==> src/hw/z80_settings.svh <==
// Fixed core parameters shared by the package and the RTL blocks
// Include wherever a bus width or the reset vector is needed
`ifndef Z80_SETTINGS_SVH
`define Z80_SETTINGS_SVH

// Program counter value after reset
`define Z80_RESET_PC 16'h0000

// Data bus width in bits
`define Z80_DW 8

// Address bus width in bits
`define Z80_AW 16

`endif

==> src/hw/z80_pkg.sv <==
// Shared types of the cut-down Z80 core
// Bus structs, flag struct and the enums for states, opcodes and control
`default_nettype none

`include "z80_settings.svh"

package z80_pkg;

    // Wishbone master to slave
    typedef struct packed {
        logic               cyc;
        logic               stb;
        logic               we;
        logic [`Z80_AW-1:0] adr;
        logic [`Z80_DW-1:0] dat;
    } wb_m2s_t;

    // Wishbone slave to master
    typedef struct packed {
        logic               ack;
        logic [`Z80_DW-1:0] dat;
    } wb_s2m_t;

    // One transfer requested by the sequencer
    typedef struct packed {
        logic               valid;
        logic               we;
        logic [`Z80_AW-1:0] adr;
        logic [`Z80_DW-1:0] wdata;
    } bus_req_t;

    // Only sign, zero and carry are kept
    typedef struct packed {
        logic s;
        logic z;
        logic c;
    } flags_t;

    // First eight follow opcode bits 5..3 of the ALU group
    typedef enum logic [3:0] {
        ALU_ADD, ALU_ADC, ALU_SUB, ALU_SBC,
        ALU_AND, ALU_XOR, ALU_OR,  ALU_CP,
        ALU_INC, ALU_DEC, ALU_PASS
    } alu_op_t;

    typedef enum logic [1:0] {PC_HOLD, PC_INC, PC_LOAD} pc_op_t;

    typedef enum logic [2:0] {
        ST_FETCH, ST_DECODE, ST_OPER_LO, ST_OPER_HI, ST_MEM, ST_EXEC, ST_HALTED
    } cpu_state_t;

    // Fixed opcodes; the register forms are decoded from their fields
    typedef enum logic [7:0] {
        OP_LD_NN_A = 8'h32,
        OP_LD_A_NN = 8'h3A,
        OP_JP_NZ   = 8'hC2,
        OP_JP_NN   = 8'hC3,
        OP_JP_Z    = 8'hCA,
        OP_HALT    = 8'h76
    } opcode_t;

endpackage

`default_nettype wire

==> src/hw/reg_file.sv <==
// General registers B, C, D, E, H, L and A by their Z80 codes
// Two combinational read ports and one synchronous write port
`timescale 1ns/1ps
`default_nettype none

`include "z80_settings.svh"

module reg_file (
    input  logic               clk,
    input  logic               rst_n,
    input  logic [2:0]         rd_sel_a,
    input  logic [2:0]         rd_sel_b,
    output logic [`Z80_DW-1:0] rd_a,
    output logic [`Z80_DW-1:0] rd_b,
    input  logic               wr_en,
    input  logic [2:0]         wr_sel,
    input  logic [`Z80_DW-1:0] wr_data
);

    // Code 6 is (HL) and has no storage
    localparam logic [2:0] REG_HL = 3'd6;

    logic [`Z80_DW-1:0] regs [0:7];

    always_ff @(posedge clk or negedge rst_n) begin
        if (!rst_n) begin
            for (int i = 0; i < 8; i++) begin
                regs[i] <= '0;
            end
        end else if (wr_en && wr_sel != REG_HL) begin
            regs[wr_sel] <= wr_data;
        end
    end

    // Read ports
    assign rd_a = (rd_sel_a == REG_HL) ? '0 : regs[rd_sel_a];
    assign rd_b = (rd_sel_b == REG_HL) ? '0 : regs[rd_sel_b];

endmodule

`default_nettype wire

==> src/hw/alu.sv <==
// 8-bit ALU for the A,r group and INC/DEC
// Result is combinational; S, Z and C are registered on flag_we
`timescale 1ns/1ps
`default_nettype none

`include "z80_settings.svh"

module alu
    import z80_pkg::*;
(
    input  logic               clk,
    input  logic               rst_n,
    input  alu_op_t            alu_op,
    input  logic [`Z80_DW-1:0] alu_a,
    input  logic [`Z80_DW-1:0] alu_b,
    input  logic               flag_we,
    output logic [`Z80_DW-1:0] alu_y,
    output flags_t             flags
);

    logic [`Z80_DW-1:0] res;
    logic               carry;
    logic [`Z80_DW:0]   cin;

    // Stored carry widened for ADC and SBC
    assign cin = {{`Z80_DW{1'b0}}, flags.c};

    always_comb begin
        // Carry holds unless the op says otherwise
        carry = flags.c;
        res   = alu_a;
        case (alu_op)
            ALU_ADD: {carry, res} = {1'b0, alu_a} + {1'b0, alu_b};
            ALU_ADC: {carry, res} = {1'b0, alu_a} + {1'b0, alu_b} + cin;
            // Bit 8 of the difference is the borrow
            ALU_SUB, ALU_CP: {carry, res} = {1'b0, alu_a} - {1'b0, alu_b};
            ALU_SBC: {carry, res} = {1'b0, alu_a} - {1'b0, alu_b} - cin;
            ALU_AND: begin
                res   = alu_a & alu_b;
                carry = 1'b0;
            end
            ALU_XOR: begin
                res   = alu_a ^ alu_b;
                carry = 1'b0;
            end
            ALU_OR: begin
                res   = alu_a | alu_b;
                carry = 1'b0;
            end
            // INC and DEC leave C alone
            ALU_INC: res = alu_a + 8'd1;
            ALU_DEC: res = alu_a - 8'd1;
            default: res = alu_a;
        endcase
    end

    assign alu_y = res;

    // Flag register
    always_ff @(posedge clk or negedge rst_n) begin
        if (!rst_n) begin
            flags <= '0;
        end else if (flag_we) begin
            flags.s <= res[`Z80_DW-1];
            flags.z <= (res == '0);
            flags.c <= carry;
        end
    end

endmodule

`default_nettype wire

==> src/hw/address_latch.sv <==
// Program counter with incrementer and jump load
// Also the two-byte operand address latch, the WZ pair of a real Z80
`timescale 1ns/1ps
`default_nettype none

`include "z80_settings.svh"

module address_latch
    import z80_pkg::*;
(
    input  logic               clk,
    input  logic               rst_n,
    input  pc_op_t             pc_op,
    input  logic               cap_lo,
    input  logic               cap_hi,
    input  logic [`Z80_DW-1:0] rdata,
    output logic [`Z80_AW-1:0] pc,
    output logic [`Z80_AW-1:0] oper_addr
);

    // Program counter, wraps at the top of memory
    always_ff @(posedge clk or negedge rst_n) begin
        if (!rst_n) begin
            pc <= `Z80_RESET_PC;
        end else begin
            case (pc_op)
                PC_INC:  pc <= pc + 16'd1;
                PC_LOAD: pc <= oper_addr;
                default: pc <= pc;
            endcase
        end
    end

    // Operand bytes come in little endian order
    always_ff @(posedge clk) begin
        if (cap_lo) begin
            oper_addr[7:0] <= rdata;
        end
        if (cap_hi) begin
            oper_addr[15:8] <= rdata;
        end
    end

endmodule

`default_nettype wire

==> src/hw/bus_control.sv <==
// Wishbone classic master doing one transfer per sequencer request
// Captures read data on ack and pulses bus_done one cycle later
`timescale 1ns/1ps
`default_nettype none

`include "z80_settings.svh"

module bus_control
    import z80_pkg::*;
(
    input  logic               clk,
    input  logic               rst_n,
    input  bus_req_t           bus_req,
    output logic               bus_done,
    output logic [`Z80_DW-1:0] rdata,
    output wb_m2s_t            wb_out,
    input  wb_s2m_t            wb_in
);

    typedef enum logic {BUS_IDLE, BUS_ACTIVE} bus_state_t;

    bus_state_t state;

    always_ff @(posedge clk or negedge rst_n) begin
        if (!rst_n) begin
            state    <= BUS_IDLE;
            bus_done <= 1'b0;
            wb_out   <= '0;
        end else begin
            bus_done <= 1'b0;
            case (state)
                BUS_IDLE: begin
                    // The old request is still up while bus_done is high
                    if (bus_req.valid && !bus_done) begin
                        wb_out.cyc <= 1'b1;
                        wb_out.stb <= 1'b1;
                        wb_out.we  <= bus_req.we;
                        wb_out.adr <= bus_req.adr;
                        wb_out.dat <= bus_req.wdata;
                        state      <= BUS_ACTIVE;
                    end
                end
                BUS_ACTIVE: begin
                    // Hold everything stable until the slave acks
                    if (wb_in.ack) begin
                        wb_out.cyc <= 1'b0;
                        wb_out.stb <= 1'b0;
                        wb_out.we  <= 1'b0;
                        bus_done   <= 1'b1;
                        state      <= BUS_IDLE;
                    end
                end
                default: state <= BUS_IDLE;
            endcase
        end
    end

    // Read data register, kept until the next read completes
    always_ff @(posedge clk) begin
        if (state == BUS_ACTIVE && wb_in.ack && !wb_out.we) begin
            rdata <= wb_in.dat;
        end
    end

endmodule

`default_nettype wire

==> src/hw/sequencer.sv <==
// Instruction register, opcode decode and the fetch/execute FSM
// Drives the bus requests and every datapath control of the core
`timescale 1ns/1ps
`default_nettype none

`include "z80_settings.svh"

module sequencer
    import z80_pkg::*;
(
    input  logic               clk,
    input  logic               rst_n,
    output bus_req_t           bus_req,
    input  logic               bus_done,
    input  logic [`Z80_DW-1:0] rdata,
    input  logic [`Z80_AW-1:0] pc,
    input  logic [`Z80_AW-1:0] oper_addr,
    output pc_op_t             pc_op,
    output logic               cap_lo,
    output logic               cap_hi,
    output logic [2:0]         rd_sel_a,
    output logic [2:0]         rd_sel_b,
    input  logic [`Z80_DW-1:0] rd_a,
    input  logic [`Z80_DW-1:0] rd_b,
    output logic               wr_en,
    output logic [2:0]         wr_sel,
    output logic [`Z80_DW-1:0] wr_data,
    output alu_op_t            alu_op,
    output logic [`Z80_DW-1:0] alu_a,
    output logic [`Z80_DW-1:0] alu_b,
    input  logic [`Z80_DW-1:0] alu_y,
    output logic               flag_we,
    input  flags_t             flags,
    output logic               halt
);

    localparam logic [2:0] REG_A  = 3'd7;
    localparam logic [2:0] REG_HL = 3'd6;

    cpu_state_t         state;
    cpu_state_t         state_nxt;
    logic [`Z80_DW-1:0] ir;

    // Opcode fields: group, destination or ALU op, source
    logic [1:0] grp;
    logic [2:0] fy;
    logic [2:0] fz;
    logic       is_ld_imm;
    logic       is_inc;
    logic       is_dec;
    logic       is_ld_rr;
    logic       is_alu;
    logic       is_ld_a_nn;
    logic       is_ld_nn_a;
    logic       is_jp;
    logic       jp_take;
    logic       is_halt;
    logic       needs_addr;

    assign grp = ir[7:6];
    assign fy  = ir[5:3];
    assign fz  = ir[2:0];

    //~~~~~~~~~~~~~~~~~~~~~~~~~~~~~~~~~~~~~~~~~~~~~~~~~~
    // Decode
    //~~~~~~~~~~~~~~~~~~~~~~~~~~~~~~~~~~~~~~~~~~~~~~~~~~
    // Register code 110 is (HL) and falls through as a NOP
    assign is_ld_imm  = (grp == 2'b00) && (fz == 3'b110) && (fy != REG_HL);
    assign is_inc     = (grp == 2'b00) && (fz == 3'b100) && (fy != REG_HL);
    assign is_dec     = (grp == 2'b00) && (fz == 3'b101) && (fy != REG_HL);
    assign is_ld_rr   = (grp == 2'b01) && (fy != REG_HL) && (fz != REG_HL);
    assign is_alu     = (grp == 2'b10) && (fz != REG_HL);
    assign is_ld_a_nn = (ir == OP_LD_A_NN);
    assign is_ld_nn_a = (ir == OP_LD_NN_A);
    assign is_halt    = (ir == OP_HALT);
    assign is_jp      = (ir == OP_JP_NN) || (ir == OP_JP_Z) || (ir == OP_JP_NZ);
    assign needs_addr = is_ld_a_nn || is_ld_nn_a || is_jp;

    // Condition from the stored Z flag
    assign jp_take = (ir == OP_JP_NN) ||
                     ((ir == OP_JP_Z) && flags.z) ||
                     ((ir == OP_JP_NZ) && !flags.z);

    // Every register write goes through the ALU
    assign wr_data = alu_y;

    //~~~~~~~~~~~~~~~~~~~~~~~~~~~~~~~~~~~~~~~~~~~~~~~~~~
    // State, instruction register and halt
    //~~~~~~~~~~~~~~~~~~~~~~~~~~~~~~~~~~~~~~~~~~~~~~~~~~
    always_ff @(posedge clk or negedge rst_n) begin
        if (!rst_n) begin
            state <= ST_FETCH;
            ir    <= '0;
            halt  <= 1'b0;
        end else begin
            state <= state_nxt;
            // Opcode byte arrives with the fetch completion
            if (state == ST_FETCH && bus_done) begin
                ir <= rdata;
            end
            // Sticky until reset
            if (state == ST_DECODE && is_halt) begin
                halt <= 1'b1;
            end
        end
    end

    //~~~~~~~~~~~~~~~~~~~~~~~~~~~~~~~~~~~~~~~~~~~~~~~~~~
    // Next state and datapath controls
    //~~~~~~~~~~~~~~~~~~~~~~~~~~~~~~~~~~~~~~~~~~~~~~~~~~
    always_comb begin
        state_nxt = state;
        bus_req   = '0;
        pc_op     = PC_HOLD;
        cap_lo    = 1'b0;
        cap_hi    = 1'b0;
        rd_sel_a  = fz;
        rd_sel_b  = fz;
        wr_en     = 1'b0;
        wr_sel    = fy;
        alu_op    = ALU_PASS;
        alu_a     = rd_a;
        alu_b     = rd_b;
        flag_we   = 1'b0;

        case (state)
            ST_FETCH: begin
                bus_req.valid = 1'b1;
                bus_req.adr   = pc;
                if (bus_done) begin
                    pc_op     = PC_INC;
                    state_nxt = ST_DECODE;
                end
            end
            ST_DECODE: begin
                if (is_halt) begin
                    state_nxt = ST_HALTED;
                end else if (is_ld_imm || needs_addr) begin
                    state_nxt = ST_OPER_LO;
                end else if (is_inc || is_dec || is_ld_rr || is_alu) begin
                    state_nxt = ST_EXEC;
                end else begin
                    // Unsupported opcode behaves as a one-byte NOP
                    state_nxt = ST_FETCH;
                end
            end
            ST_OPER_LO: begin
                bus_req.valid = 1'b1;
                bus_req.adr   = pc;
                if (bus_done) begin
                    pc_op     = PC_INC;
                    cap_lo    = 1'b1;
                    state_nxt = needs_addr ? ST_OPER_HI : ST_EXEC;
                end
            end
            ST_OPER_HI: begin
                bus_req.valid = 1'b1;
                bus_req.adr   = pc;
                if (bus_done) begin
                    pc_op     = PC_INC;
                    cap_hi    = 1'b1;
                    state_nxt = is_jp ? ST_EXEC : ST_MEM;
                end
            end
            ST_MEM: begin
                // Store data always comes from A
                rd_sel_a      = REG_A;
                bus_req.valid = 1'b1;
                bus_req.we    = is_ld_nn_a;
                bus_req.adr   = oper_addr;
                bus_req.wdata = rd_a;
                if (bus_done) begin
                    state_nxt = is_ld_a_nn ? ST_EXEC : ST_FETCH;
                end
            end
            ST_EXEC: begin
                state_nxt = ST_FETCH;
                if (is_alu) begin
                    // CP only updates the flags
                    rd_sel_a = REG_A;
                    alu_op   = alu_op_t'({1'b0, fy});
                    flag_we  = 1'b1;
                    wr_en    = (fy != 3'b111);
                    wr_sel   = REG_A;
                end else if (is_inc || is_dec) begin
                    rd_sel_a = fy;
                    alu_op   = is_inc ? ALU_INC : ALU_DEC;
                    flag_we  = 1'b1;
                    wr_en    = 1'b1;
                end else if (is_ld_rr) begin
                    wr_en = 1'b1;
                end else if (is_ld_imm) begin
                    // Immediate byte still held by the bus controller
                    alu_a = rdata;
                    wr_en = 1'b1;
                end else if (is_ld_a_nn) begin
                    alu_a  = rdata;
                    wr_en  = 1'b1;
                    wr_sel = REG_A;
                end else if (is_jp && jp_take) begin
                    pc_op = PC_LOAD;
                end
            end
            ST_HALTED: begin
                state_nxt = ST_HALTED;
            end
            default: begin
                state_nxt = ST_FETCH;
            end
        endcase
    end

endmodule

`default_nettype wire

==> src/hw/z80_top.sv <==
// Core top level with a single Wishbone classic master port
// Wires the sequencer, ALU, register file, address latch and bus controller
`timescale 1ns/1ps
`default_nettype none

`include "z80_settings.svh"

module z80_top
    import z80_pkg::*;
(
    input  logic    clk,
    input  logic    rst_n,
    output wb_m2s_t wb_out,
    input  wb_s2m_t wb_in,
    output logic    halt
);

// Sequencer to bus controller handshake
bus_req_t           bus_req;
logic               bus_done;
logic [`Z80_DW-1:0] rdata;

// Program counter and operand address
logic [`Z80_AW-1:0] pc;
logic [`Z80_AW-1:0] oper_addr;
pc_op_t             pc_op;
logic               cap_lo;
logic               cap_hi;

// Register file ports
logic [2:0]         rd_sel_a;
logic [2:0]         rd_sel_b;
logic [`Z80_DW-1:0] rd_a;
logic [`Z80_DW-1:0] rd_b;
logic               wr_en;
logic [2:0]         wr_sel;
logic [`Z80_DW-1:0] wr_data;

// ALU control and result
alu_op_t            alu_op;
logic [`Z80_DW-1:0] alu_a;
logic [`Z80_DW-1:0] alu_b;
logic [`Z80_DW-1:0] alu_y;
logic               flag_we;
flags_t             flags;

//~~~~~~~~~~~~~~~~~~~~~~~~~~~~~~~~~~~~~~~~~~~~~~~~~~
// Control block
//~~~~~~~~~~~~~~~~~~~~~~~~~~~~~~~~~~~~~~~~~~~~~~~~~~
sequencer sequencer ( .* );

//~~~~~~~~~~~~~~~~~~~~~~~~~~~~~~~~~~~~~~~~~~~~~~~~~~
// ALU with its flag register
//~~~~~~~~~~~~~~~~~~~~~~~~~~~~~~~~~~~~~~~~~~~~~~~~~~
alu alu ( .* );

//~~~~~~~~~~~~~~~~~~~~~~~~~~~~~~~~~~~~~~~~~~~~~~~~~~
// Register file
//~~~~~~~~~~~~~~~~~~~~~~~~~~~~~~~~~~~~~~~~~~~~~~~~~~
reg_file reg_file ( .* );

//~~~~~~~~~~~~~~~~~~~~~~~~~~~~~~~~~~~~~~~~~~~~~~~~~~
// Address latch with the PC incrementer
//~~~~~~~~~~~~~~~~~~~~~~~~~~~~~~~~~~~~~~~~~~~~~~~~~~
address_latch address_latch ( .* );

//~~~~~~~~~~~~~~~~~~~~~~~~~~~~~~~~~~~~~~~~~~~~~~~~~~
// Memory side bus master
//~~~~~~~~~~~~~~~~~~~~~~~~~~~~~~~~~~~~~~~~~~~~~~~~~~
bus_control bus_control ( .* );

endmodule

`default_nettype wire

==> config.mk <==
export PLATFORM = sky130hd
export DESIGN_NAME = z80_top
export DESIGN_NICKNAME = d
export VERILOG_FILES = /design/src/hw/z80_pkg.sv /design/src/hw/reg_file.sv /design/src/hw/alu.sv /design/src/hw/address_latch.sv /design/src/hw/bus_control.sv /design/src/hw/sequencer.sv /design/src/hw/z80_top.sv
export VERILOG_INCLUDE_DIRS = /design/src /design/src/hw
export SDC_FILE = /design/constraint.sdc
export NUM_CORES = 1
export LEC_CHECK = 0
export ABC_AREA = 1
export BUFFER_PORTS_ARGS = -buffer_cell sky130_fd_sc_hd__buf_2
export CORE_MARGIN = 8
export CORE_UTILIZATION = 65
export CTS_BUF_LIST = sky130_fd_sc_hd__clkbuf_8
export CTS_CLUSTER_DIAMETER = 150
export CTS_CLUSTER_SIZE = 14
export DETAILED_ROUTE_END_ITERATION = 6
export PLACE_DENSITY = 0.82
export SLEW_MARGIN = 20
export SYNTH_ARGS = -nofsm -noshare
export SYNTH_HDL_FRONTEND = slang
export SYNTH_HIERARCHICAL = 1
export SYNTH_SLANG_ARGS = --single-unit
==> constraint.sdc <==
create_clock -name clk -period 6.34 [get_ports clk]
set_clock_uncertainty 0.15 [all_clocks]
set_input_delay 0.951 -clock clk [delete_from_list [all_inputs] [get_ports clk]]
set_output_delay 0.951 -clock clk [all_outputs]
set_load 0.03 [all_outputs]
### After elaboration in Yosys (flattened, before gate mapping)

Cells that the tools add are included.

| word-level totals | value |
|---|---|
| bits in registers | 147 |
| output and inout bits | 28 |
| word-level logic and storage cells | 203 |

| cells by class | value |
|---|---|
| $add $sub $neg | 7 |
| order comparisons | 4 |
| equal/unequal tests | 39 |
| multiplexer cells | 76 |
| bitwise operators | 7 |
| reduce and logical (&&, ||, !) cells | 46 |

Operators with widths:

| cell | number |
|---|---|
| 8-bit two-way mux | 14 |
| 8-bit one-hot mux with 9 select lines | 1 |
| 64-bit bitwise mux | 1 |
| 16-bit one-hot mux with 2 select lines | 2 |
| 3-bit two-way mux | 18 |
| 8-bit binary-select mux with 3-bit select | 2 |
| 27-bit two-way mux | 1 |
| 8-bit demux with 3-bit select | 1 |
| 8-bit == test (second input constant) | 3 |
| 3-bit == test (second input constant) | 7 |
| 1-bit two-way mux | 21 |
| 1-bit logical AND | 19 |
| 3-bit one-hot mux with 6 select lines | 1 |
| 16-bit by 1-bit adder with 16-bit output (second input constant) | 1 |
| 4-bit by 3-bit == test with 1-bit output (second input constant) | 4 |
| 8-bit by 6-bit == test with 1-bit output (second input constant) | 2 |
| 4-bit >= comparator (second input constant) | 3 |
| 2-bit two-way mux | 6 |
| 4-bit two-way mux | 3 |
| 3-bit inequality test (second input constant) | 4 |
| 3-bit NOT with 4-bit output | 3 |
| 3-bit one-hot mux with 2 select lines | 2 |
| 1-bit logical OR | 10 |
| 2-bit by 1-bit inequality test with 1-bit output (second input constant) | 5 |
| other kinds (35) | 45 |

### Longest topological paths before layout

Gate-level depths: netlist of run 1.

| depth | value |
|---|---|
| depth in word-level cells | 22 |
| gate-level depth with buffers | 35 |
| depth with buffers taken out | 34 |

### Cells and area by module

Netlist of run 1, hierarchy kept.

By module, submodules not included:

| module | instances | cells an instance | area each (um^2) |
|---|---|---|---|
| reg_file | 1 | 518 | 3,678.5 |
| alu | 1 | 478 | 2,473.6 |
| address_latch | 1 | 204 | 1,719.1 |
| sequencer | 1 | 225 | 1,437.6 |
| bus_control | 1 | 132 | 1,410.1 |

### Worst setup path after synthesis of run 1

OpenSTA, ideal clock, no wires.

| timing path | value |
|---|---|
| path type | reg-to-reg |
| from | register sequencer.ir[7] |
| to | register reg_file/regs[22] (netlist name) |
| setup time | 83 ps |
| data arrival time | 4,137 ps |
| data required time | 6,107 ps |
| slack | 1,971 ps |
| stages on the path, launching flop included | 29 |
| path buffers | 2 |
| clock period less this slack | 4,369 ps |
| cells stage by stage | dfrtp_1 > or2_1 > nor2_1 > nand3_1 > nor2_2 > nand2_1 > o211ai_1 > buf_2 > inv_1 > a21oi_1 > nand2_1 > nand2_1 > nand2_1 > o21ai_2 > inv_1 > ha_1 > fa_1 > ha_1 > inv_1 > nor2_1 > nand3_1 > nor2_1 > nand3_1 > a21oi_1 > nor2_1 > nor2_2 > buf_4 > inv_1 > o21ai_0 |

| on the way | value |
|---|---|
| cells in the longest elaborated chain, start to end | 22 |
| elaborated cells between the ends (all ways) | 75 |
| those cells by class | 6 x add/sub; 2 x order compare; 14 x eq/ne; 33 x mux; 5 x bitwise; 15 x reduce/logical |

Ends and longest elaborated chain:

| item | RTL line | RTL |
|---|---|---|
| start: declaration | sequencer.sv:42 | `` logic [`Z80_DW-1:0] ir; `` |
| start signal: assignment | sequencer.sv:99 | `ir <= rdata;` |
| 2-bit logical NOT | sequencer.sv:69, sequencer.sv:70 |  |
| 1-bit logical AND, on equally long branches (2 in series) | sequencer.sv:69, sequencer.sv:70 |  |
| 1-bit logical OR | sequencer.sv:185 | `end else if (is_inc \|\| is_dec) begin` |
| 3-bit two-way mux | sequencer.sv:185 |  |
| 3-bit two-way mux (*) | sequencer.sv:178 | `if (is_alu) begin` |
| 3-bit one-hot mux with 2 select lines (*) | sequencer.sv:126 | `case (state)` |
| net rd_sel_a[0] | z80_top.sv:31 | `logic [2:0] rd_sel_a;` |
| 3-bit NOT with 4-bit output (implied by the code) | reg_file.sv:36 | `assign rd_a = (rd_sel_a == REG_HL) ? '0 : regs[rd_sel_a];` |
| [4 not listed] | -- |  |
| net rd_a[0] | z80_top.sv:33 | `` logic [`Z80_DW-1:0] rd_a; `` |
| [4 not listed] | -- |  |
| 8-bit two-way mux | sequencer.sv:178 |  |
| 8-bit two-way mux (*) | sequencer.sv:126 |  |
| net alu_a[0] | z80_top.sv:41 | `` logic [`Z80_DW-1:0] alu_a; `` |
| 8-bit by 8-bit subtractor with 9-bit output / 8-bit by 8-bit adder with 9-bit output (equally long branches) | -- |  |
| 9-bit by 1-bit subtractor with 9-bit output / 9-bit by 1-bit adder with 9-bit output (equally long branches) | alu.sv:37, alu.sv:34 |  |
| 8-bit one-hot mux with 9 select lines (*) | alu.sv:32 | `case (alu_op)` |
| net alu_y[6] | z80_top.sv:43 | `` logic [`Z80_DW-1:0] alu_y; `` |
| 64-bit bitwise mux (*) | reg_file.sv:31 | `regs[wr_sel] <= wr_data;` |
| end signal: indexed assignment | reg_file.sv:31 |  |
| end: declaration | reg_file.sv:23 | `` logic [`Z80_DW-1:0] regs [0:7]; `` |

The timed path passes the listed nets; every way through them passes the cells marked *. The select of a mux whose other input is x is not followed.
A chain may end at the register's enable or synchronous reset.

### Worst setup path after layout of run 1

| timing path | value |
|---|---|
| from | register sequencer.ir[2] |
| to | register reg_file/regs[46] (netlist name) |

| on the way | value |
|---|---|
| cells in the longest elaborated chain, start to end | 22 |
| elaborated cells between the ends (all ways) | 80 |
| those cells by class | 6 x add/sub; 2 x order compare; 16 x eq/ne; 37 x mux; 6 x bitwise; 13 x reduce/logical |

Ends and longest elaborated chain:

| item | RTL line |
|---|---|
| 3-bit == test, on equally long branches | sequencer.sv:69, sequencer.sv:70 |
| 1-bit logical AND, on equally long branches (2 in series) | sequencer.sv:69, sequencer.sv:70 |
| 1-bit logical OR | sequencer.sv:185 |
| 3-bit two-way mux | sequencer.sv:185 |
| 3-bit two-way mux (*) | sequencer.sv:178 |
| 3-bit one-hot mux with 2 select lines (*) | sequencer.sv:126 |
| net rd_sel_a[1] | z80_top.sv:31 |
| 3-bit NOT with 4-bit output (implied by the code) | reg_file.sv:36 |
| [4 not listed] | -- |
| net rd_a[0] | z80_top.sv:33 |
| [4 not listed] | -- |
| 8-bit two-way mux | sequencer.sv:178 |
| 8-bit two-way mux (*) | sequencer.sv:126 |
| net alu_a[0] | z80_top.sv:41 |
| 8-bit by 8-bit subtractor with 9-bit output / 8-bit by 8-bit adder with 9-bit output (equally long branches) | -- |
| 9-bit by 1-bit subtractor with 9-bit output / 9-bit by 1-bit adder with 9-bit output (equally long branches) | alu.sv:37, alu.sv:34 |
| 8-bit one-hot mux with 9 select lines (*) | alu.sv:32 |
| net alu_y[6] | z80_top.sv:43 |
| 64-bit bitwise mux (*) | reg_file.sv:31 |

Marked as above.

==> results of run 1 <==
report_power, final:
| group | switching, W | internal [W] | total, W | leakage [nW] |
|---|---|---|---|---|
| logic | 0.00301 | 0.00118 | 0.00419 | 3.59 |
| clock network | 0.000370 | 0.000383 | 0.000753 | 0.215 |
| registers | 0.000194 | 0.00116 | 0.00135 | 1.88 |
per-stage QoR:
stage | power (W) | instances | cell area [um^2]
global route | 0.00684 | 1767 | 11100
global placement | 0.00542 | 1735 | 10600
CTS | 0.00621 | 1767 | 11100
floorplan | 0.00463 | 1553 | 10700
detailed placement | 0.00544 | 1735 | 10600
finish | 0.00629 | 1767 | 11100
flip-flops by register name, indices dropped and copies added (netlist names):
signal / flops
address_latch/oper_addr: 16
bus_control/wb_out: 26
sequencer/ir: 8
sequencer/state: 3
bus_control/state: 1
address_latch/pc: 16
alu/flags: 2
bus_control/rdata: 8
reg_file/regs: 64
bus_control/bus_done: 1
sequencer/halt: 1
layout make-up:
| type | count | area share (%) |
|---|---|---|
| clock buffers | 20 | 2.49 |
| repair buffers | 43 | 2.08 |
| well taps | 220 | 2.49 |
| clock inverters | 12 | 1.21 |
| multi-input cells | 1110 | 50.2 |
| inverters | 216 | 7.38 |
| flip-flops and latches | 146 | 34.1 |
how the worst max path moves through the flow:
stage / cells after the start / slack [ns] / to
finish: 26 / 0.66 / reg_file/regs[46]
global placement: 27 / 1.02 / reg_file/regs[39]
CTS: 26 / 0.84 / reg_file/regs[54]
floorplan: 28 / 1.97 / reg_file/regs[22]
global route: 26 / 0.14 / reg_file/regs[46]
detailed placement: 26 / 0.87 / reg_file/regs[54]
layer usage:
| layer | global-route usage, % | vias to the layer above |
|---|---|---|
| li1 | - | 4953 |
| met1 | 37.9 | 4658 |
| met2 | 48.5 | 411 |
| met3 | 5.08 | 81 |
| met4 | 15.0 | 0 |
| met5 | 0 | - |
critical path, stage by stage (launching register included):
cell and delay (ns):
dfrtp_1 0.59, nand3_1 0.19, nand3_1 0.23, inv_1 0.10, a31oi_1 0.28, o211ai_1 0.35
inv_1 0.52, o211ai_1 0.17, nand2_1 0.11, nand2_1 0.05, nand2_1 0.15, nand2_1 0.09
o21ai_2 0.13, inv_1 0.17, ha_1 0.26, fa_1 0.54, ha_1 0.19, inv_1 0.06
nor2_1 0.17, nand3_1 0.13, nor2_1 0.16, nand3_1 0.13, a21oi_1 0.18, nor2_1 0.08
nor2_2 0.12, inv_1 0.11, o21ai_0 0.18
==> run summary, run 1 <==
Clk slew on worst S/H paths: 0.08 ns
Cell Area, Synth: 10700 um^2
Maxcap violations: 0
Uppermost layer routed: met4
Layout cell share with drive strength beyond 1: 8.60%
Met1 WL: 12500 um
First-pass GRT wire length: 48100 um
Hold path startpoint: reg_file/regs[14]
PortBufs: 38
Initial antenna violation count: 0
Routed Antenna Nets: 0
Leakage: 5.69 nW
Setup crit start kind: flip-flop
CTS sink cnt: 146
Initial core utilization: 65.3%
Met2 WL: 13900 um
Seq. cell area: 3770 um^2
Post-route minimum period: 5.68 ns
Grt ovf: 0
Clock root cell: clkbuf_8
Hold WC Path Type: reg2reg
Layout Nets: 1584
Setup TNS: 0 ns
Area of the multi-input gates: 5550 um^2
Hold path cells: 0
CP endpoint kind: flip-flop
Worst r2r dst: reg_file/regs[46]
Period utilization: 89.6%
Min-Delay Endpoint: reg_file/regs[14]
FF-to-FF Start: sequencer/ir[2]
CP startpoint: sequencer/ir[2]
Number of cell rows: 47
Largest net degree at the start of global routing: 68
Minimum setup slack in the final design: 0.658 ns
Setup bufs post-CTS: 0
Status: completed
Fillers: 1512
Dpl ws: 0.873 ns
Hold Fails Final Rpt: 0
Final Hold Slack: 0.261 ns
CP Class: reg2reg
Final Max Slew Viols: 0
Vias/cell: 5.72
Commonest non-fill, non-tap cell in the layout: nand2_1
Critical Path RT: 6.55 ns
Vias in the first global route: 9239
Worst-margin pin slew: 1.05 ns
Core area: 16300 um^2
Area grow syn2layout: 3.51%
RePlAce Congestion: 0.943
Power per standard cell area: 569 nW/um^2
Total I/O pin count: 39
Hold-fix buffers, CTS: 0
CTS tree: yes
Die height: 144 um
Worst VDD drop: 0.560 mV
Total global routing track utilization: 29.9%
Worst EP arrival: 5.89 ns
Utilization after layout: 67.6%
Post-CTS Resized: 0
Vias: 10100
Register-to-register setup slack: 0.66 ns
DIE WIDTH: 144 um
Final wirelength: 30100 um
R2r worst-path depth: 26
Most frequent cells in the layout: 535 x nand2_1, 207 x inv_1, 122 x dfrtp_1
Detailed Routing Iterations Pass 1: 6
Clock latency on the worst-skew pair: 0.46 ns
Post-Syn Instances: 1553
Synth warnings: 6
Synthesized net count: 1603
# diodes: 0
Max Root-Sink Buffers: 2
Wire per inst: 17.0 um
Residual DRC: 0
Mean Syn Cell Area: 6.88 um^2
Post-DP HPWL: 22100 um
RSZ-0062 raised after global routing: no
Max H-tree Level: 4
Setup violators final: 0
FMAX: 176 MHz
Worst relative slew slack: 29.8%
Total CTS buffers: 17
Met3 Wirelength: 2360 um
Crit path max fanout: 16
Die footprint: 20800 um^2
DRT iter0 DRCs: 888
Power figures use the tool's default switching activity.
==> run 2, diff against run 1 <==
--- a/config.mk
+++ b/config.mk
@@ -6,7 +6,6 @@
 export SDC_FILE = /design/constraint.sdc
 export NUM_CORES = 1
 export LEC_CHECK = 0
-export ABC_AREA = 1
 export BUFFER_PORTS_ARGS = -buffer_cell sky130_fd_sc_hd__buf_2
 export CORE_MARGIN = 8
 export CORE_UTILIZATION = 65
==> run 2 against run 1 <==
  * Area after synthesis down 7.5%
  * Non-clock buffer count up 7
  * Final cell count down 35%
  * Die area down 6.6%
  * Flip-flop and latch count down 6
  * Via count down 23%
  * Register-to-register slack worse by 0.28 ns
  * Sequential share of layout area up 1.0 points
  * Maximum frequency down 4.7%
  * First-iteration DRC count down 12%
  * Wire length down 19%
  * Worst hold slack worse by 0.031 ns
  * Critical endpoint is now reg_file/regs[29]
==> run summary, run 2 <==
Status: completed
Slowest cell delay on critical path: 0.66 ns
Post-route minimum period: 5.96 ns
Total global routing track utilization: 25.3%
Max H-tree Level: 4
Final wirelength: 24500 um
Wire per inst: 21.4 um
DRT iter0 DRCs: 778
Detailed Routing Iterations Pass 1: 5
Vias/cell: 6.75
Setup crit start kind: flip-flop
Die height: 139 um
FMAX: 168 MHz
Total CTS buffers: 17
Setup bufs post-CTS: 0
Core area: 15000 um^2
Register-to-register setup slack: 0.38 ns
Routed Antenna Nets: 0
Clock root cell: clkbuf_8
Clk slew on worst S/H paths: 0.08 ns
Post-Syn Instances: 948
Worst EP arrival: 6.20 ns
Worst relative slew slack: 27.7%
Final Hold Slack: 0.230 ns
Area grow syn2layout: 4.37%
Largest regs: reg_file/regs x58, bus_control/wb_out x26
Residual DRC: 0
Synthesized net count: 998
PortBufs: 38
Max reg flops: 58
Initial antenna violation count: 0
First-pass GRT wire length: 39700 um
Grt ovf: 0
Initial core utilization: 65.8%
CTS sink cnt: 140
Slowest stage cell on the critical path: dfrtp_1
Largest net degree at the start of global routing: 67
Post-CTS Resized: 0
Max Root-Sink Buffers: 2
Hold WC Path Type: reg2reg
Hold Fails Final Rpt: 0
Layout Nets: 994
DIE WIDTH: 139 um
Setup violators final: 0
Crit path max fanout: 18
Worst-margin pin slew: 1.08 ns
Most flops, register: reg_file/regs
Setup TNS: 0 ns
CP endpoint kind: flip-flop
Layout cell share with drive strength beyond 1: 24.0%
Hold-fix buffers, CTS: 0
# diodes: 0
Maxcap violations: 0
Clock latency on the worst-skew pair: 0.45 ns
Number of cell rows: 45
Period utilization: 94.0%
Critical-path cell list: nor2b_1, nand4b_1, mux2i_1, nand2_1, nor2_1, a22oi_1, a21oi_1, mux2_4, ha_1, inv_1, fa_1, and2b_1, o22ai_1, xnor2_1, nand3_1, xor2_1, o221ai_1, mux2_2
Critical Path RT: 6.58 ns
CTS tree: yes
RSZ-0062 raised after global routing: no
Total I/O pin count: 39
RePlAce Congestion: 1.01
Vias in the first global route: 7430
Post-DP HPWL: 17500 um
Mean Syn Cell Area: 10.4 um^2
Final Max Slew Viols: 0
Die footprint: 19400 um^2
Vias: 7729
Commonest non-fill, non-tap cell in the layout: dfrtp_1
Cell Area, Synth: 9880 um^2
Most frequent cells in the layout: 116 x dfrtp_1, 82 x mux2_2, 54 x nor2_1
CP Class: reg2reg
Synth warnings: 6
==> run 2: final timing paths <==
kind                              startpoint                    to  cells past startpoint
min reg2reg                reg_file/regs[14]     reg_file/regs[14]                      0
max in group asynchronous              rst_n     reg_file/regs[31]                      2
max                          sequencer/ir[2]     reg_file/regs[29]                     18
max reg2reg                  sequencer/ir[2]     reg_file/regs[29]                     18
min in group asynchronous              rst_n  bus_control/bus_done                      1
min                        reg_file/regs[14]     reg_file/regs[14]                      0
==> run 2: critical path: cells and delay by family (launching register included) <==
family | cells | cell delay [ns]
and+or+nand+nor | 6 | 1.78
AOI/OAI and AO/OA | 4 | 1.16
muxes | 3 | 0.71
xor gates and xnor gates | 2 | 0.70
DFF | 1 | 0.66
adders and majority gates | 2 | 0.63
buffers and inverters | 1 | 0.11
==> run 2: layer usage <==
layer | global-route usage (%) | part of all wire [%]
met1 | 33.4 | 43
met2 | 40.1 | 46
met3 | 5.40 | 7.9
met4 | 10.1 | 2.5
met5 | 0 | 0
==> run 2: per-stage QoR <==
step | setup slack (ns) | util, % | cell area (um^2) | instances
after detailed placement | 0.580 | 66.2 | 9950 | 1113
after global placement | 0.711 | 66.2 | 9950 | 1113
final | 0.380 | 68.6 | 10300 | 1145
after floorplan | 1.39 | - | 9880 | 948
after global routing | 0.0698 | 68.6 | 10300 | 1145
after CTS | 0.511 | 68.6 | 10300 | 1145
==> run 2: final cells by class <==
type                    instances  area [um^2]
inverters                      43          161
clock inverters                15          123
well taps                     188          235
flip-flops and latches        140         3620
clock buffers                  17          234
fillers                      1111         4720
repair buffers                 50          283
multi-input cells             692         5660
Power of run 2 is left out: the tool's default activity adds up to more than one toggle a clock period on the data nets, which glitch-free logic cannot reach.
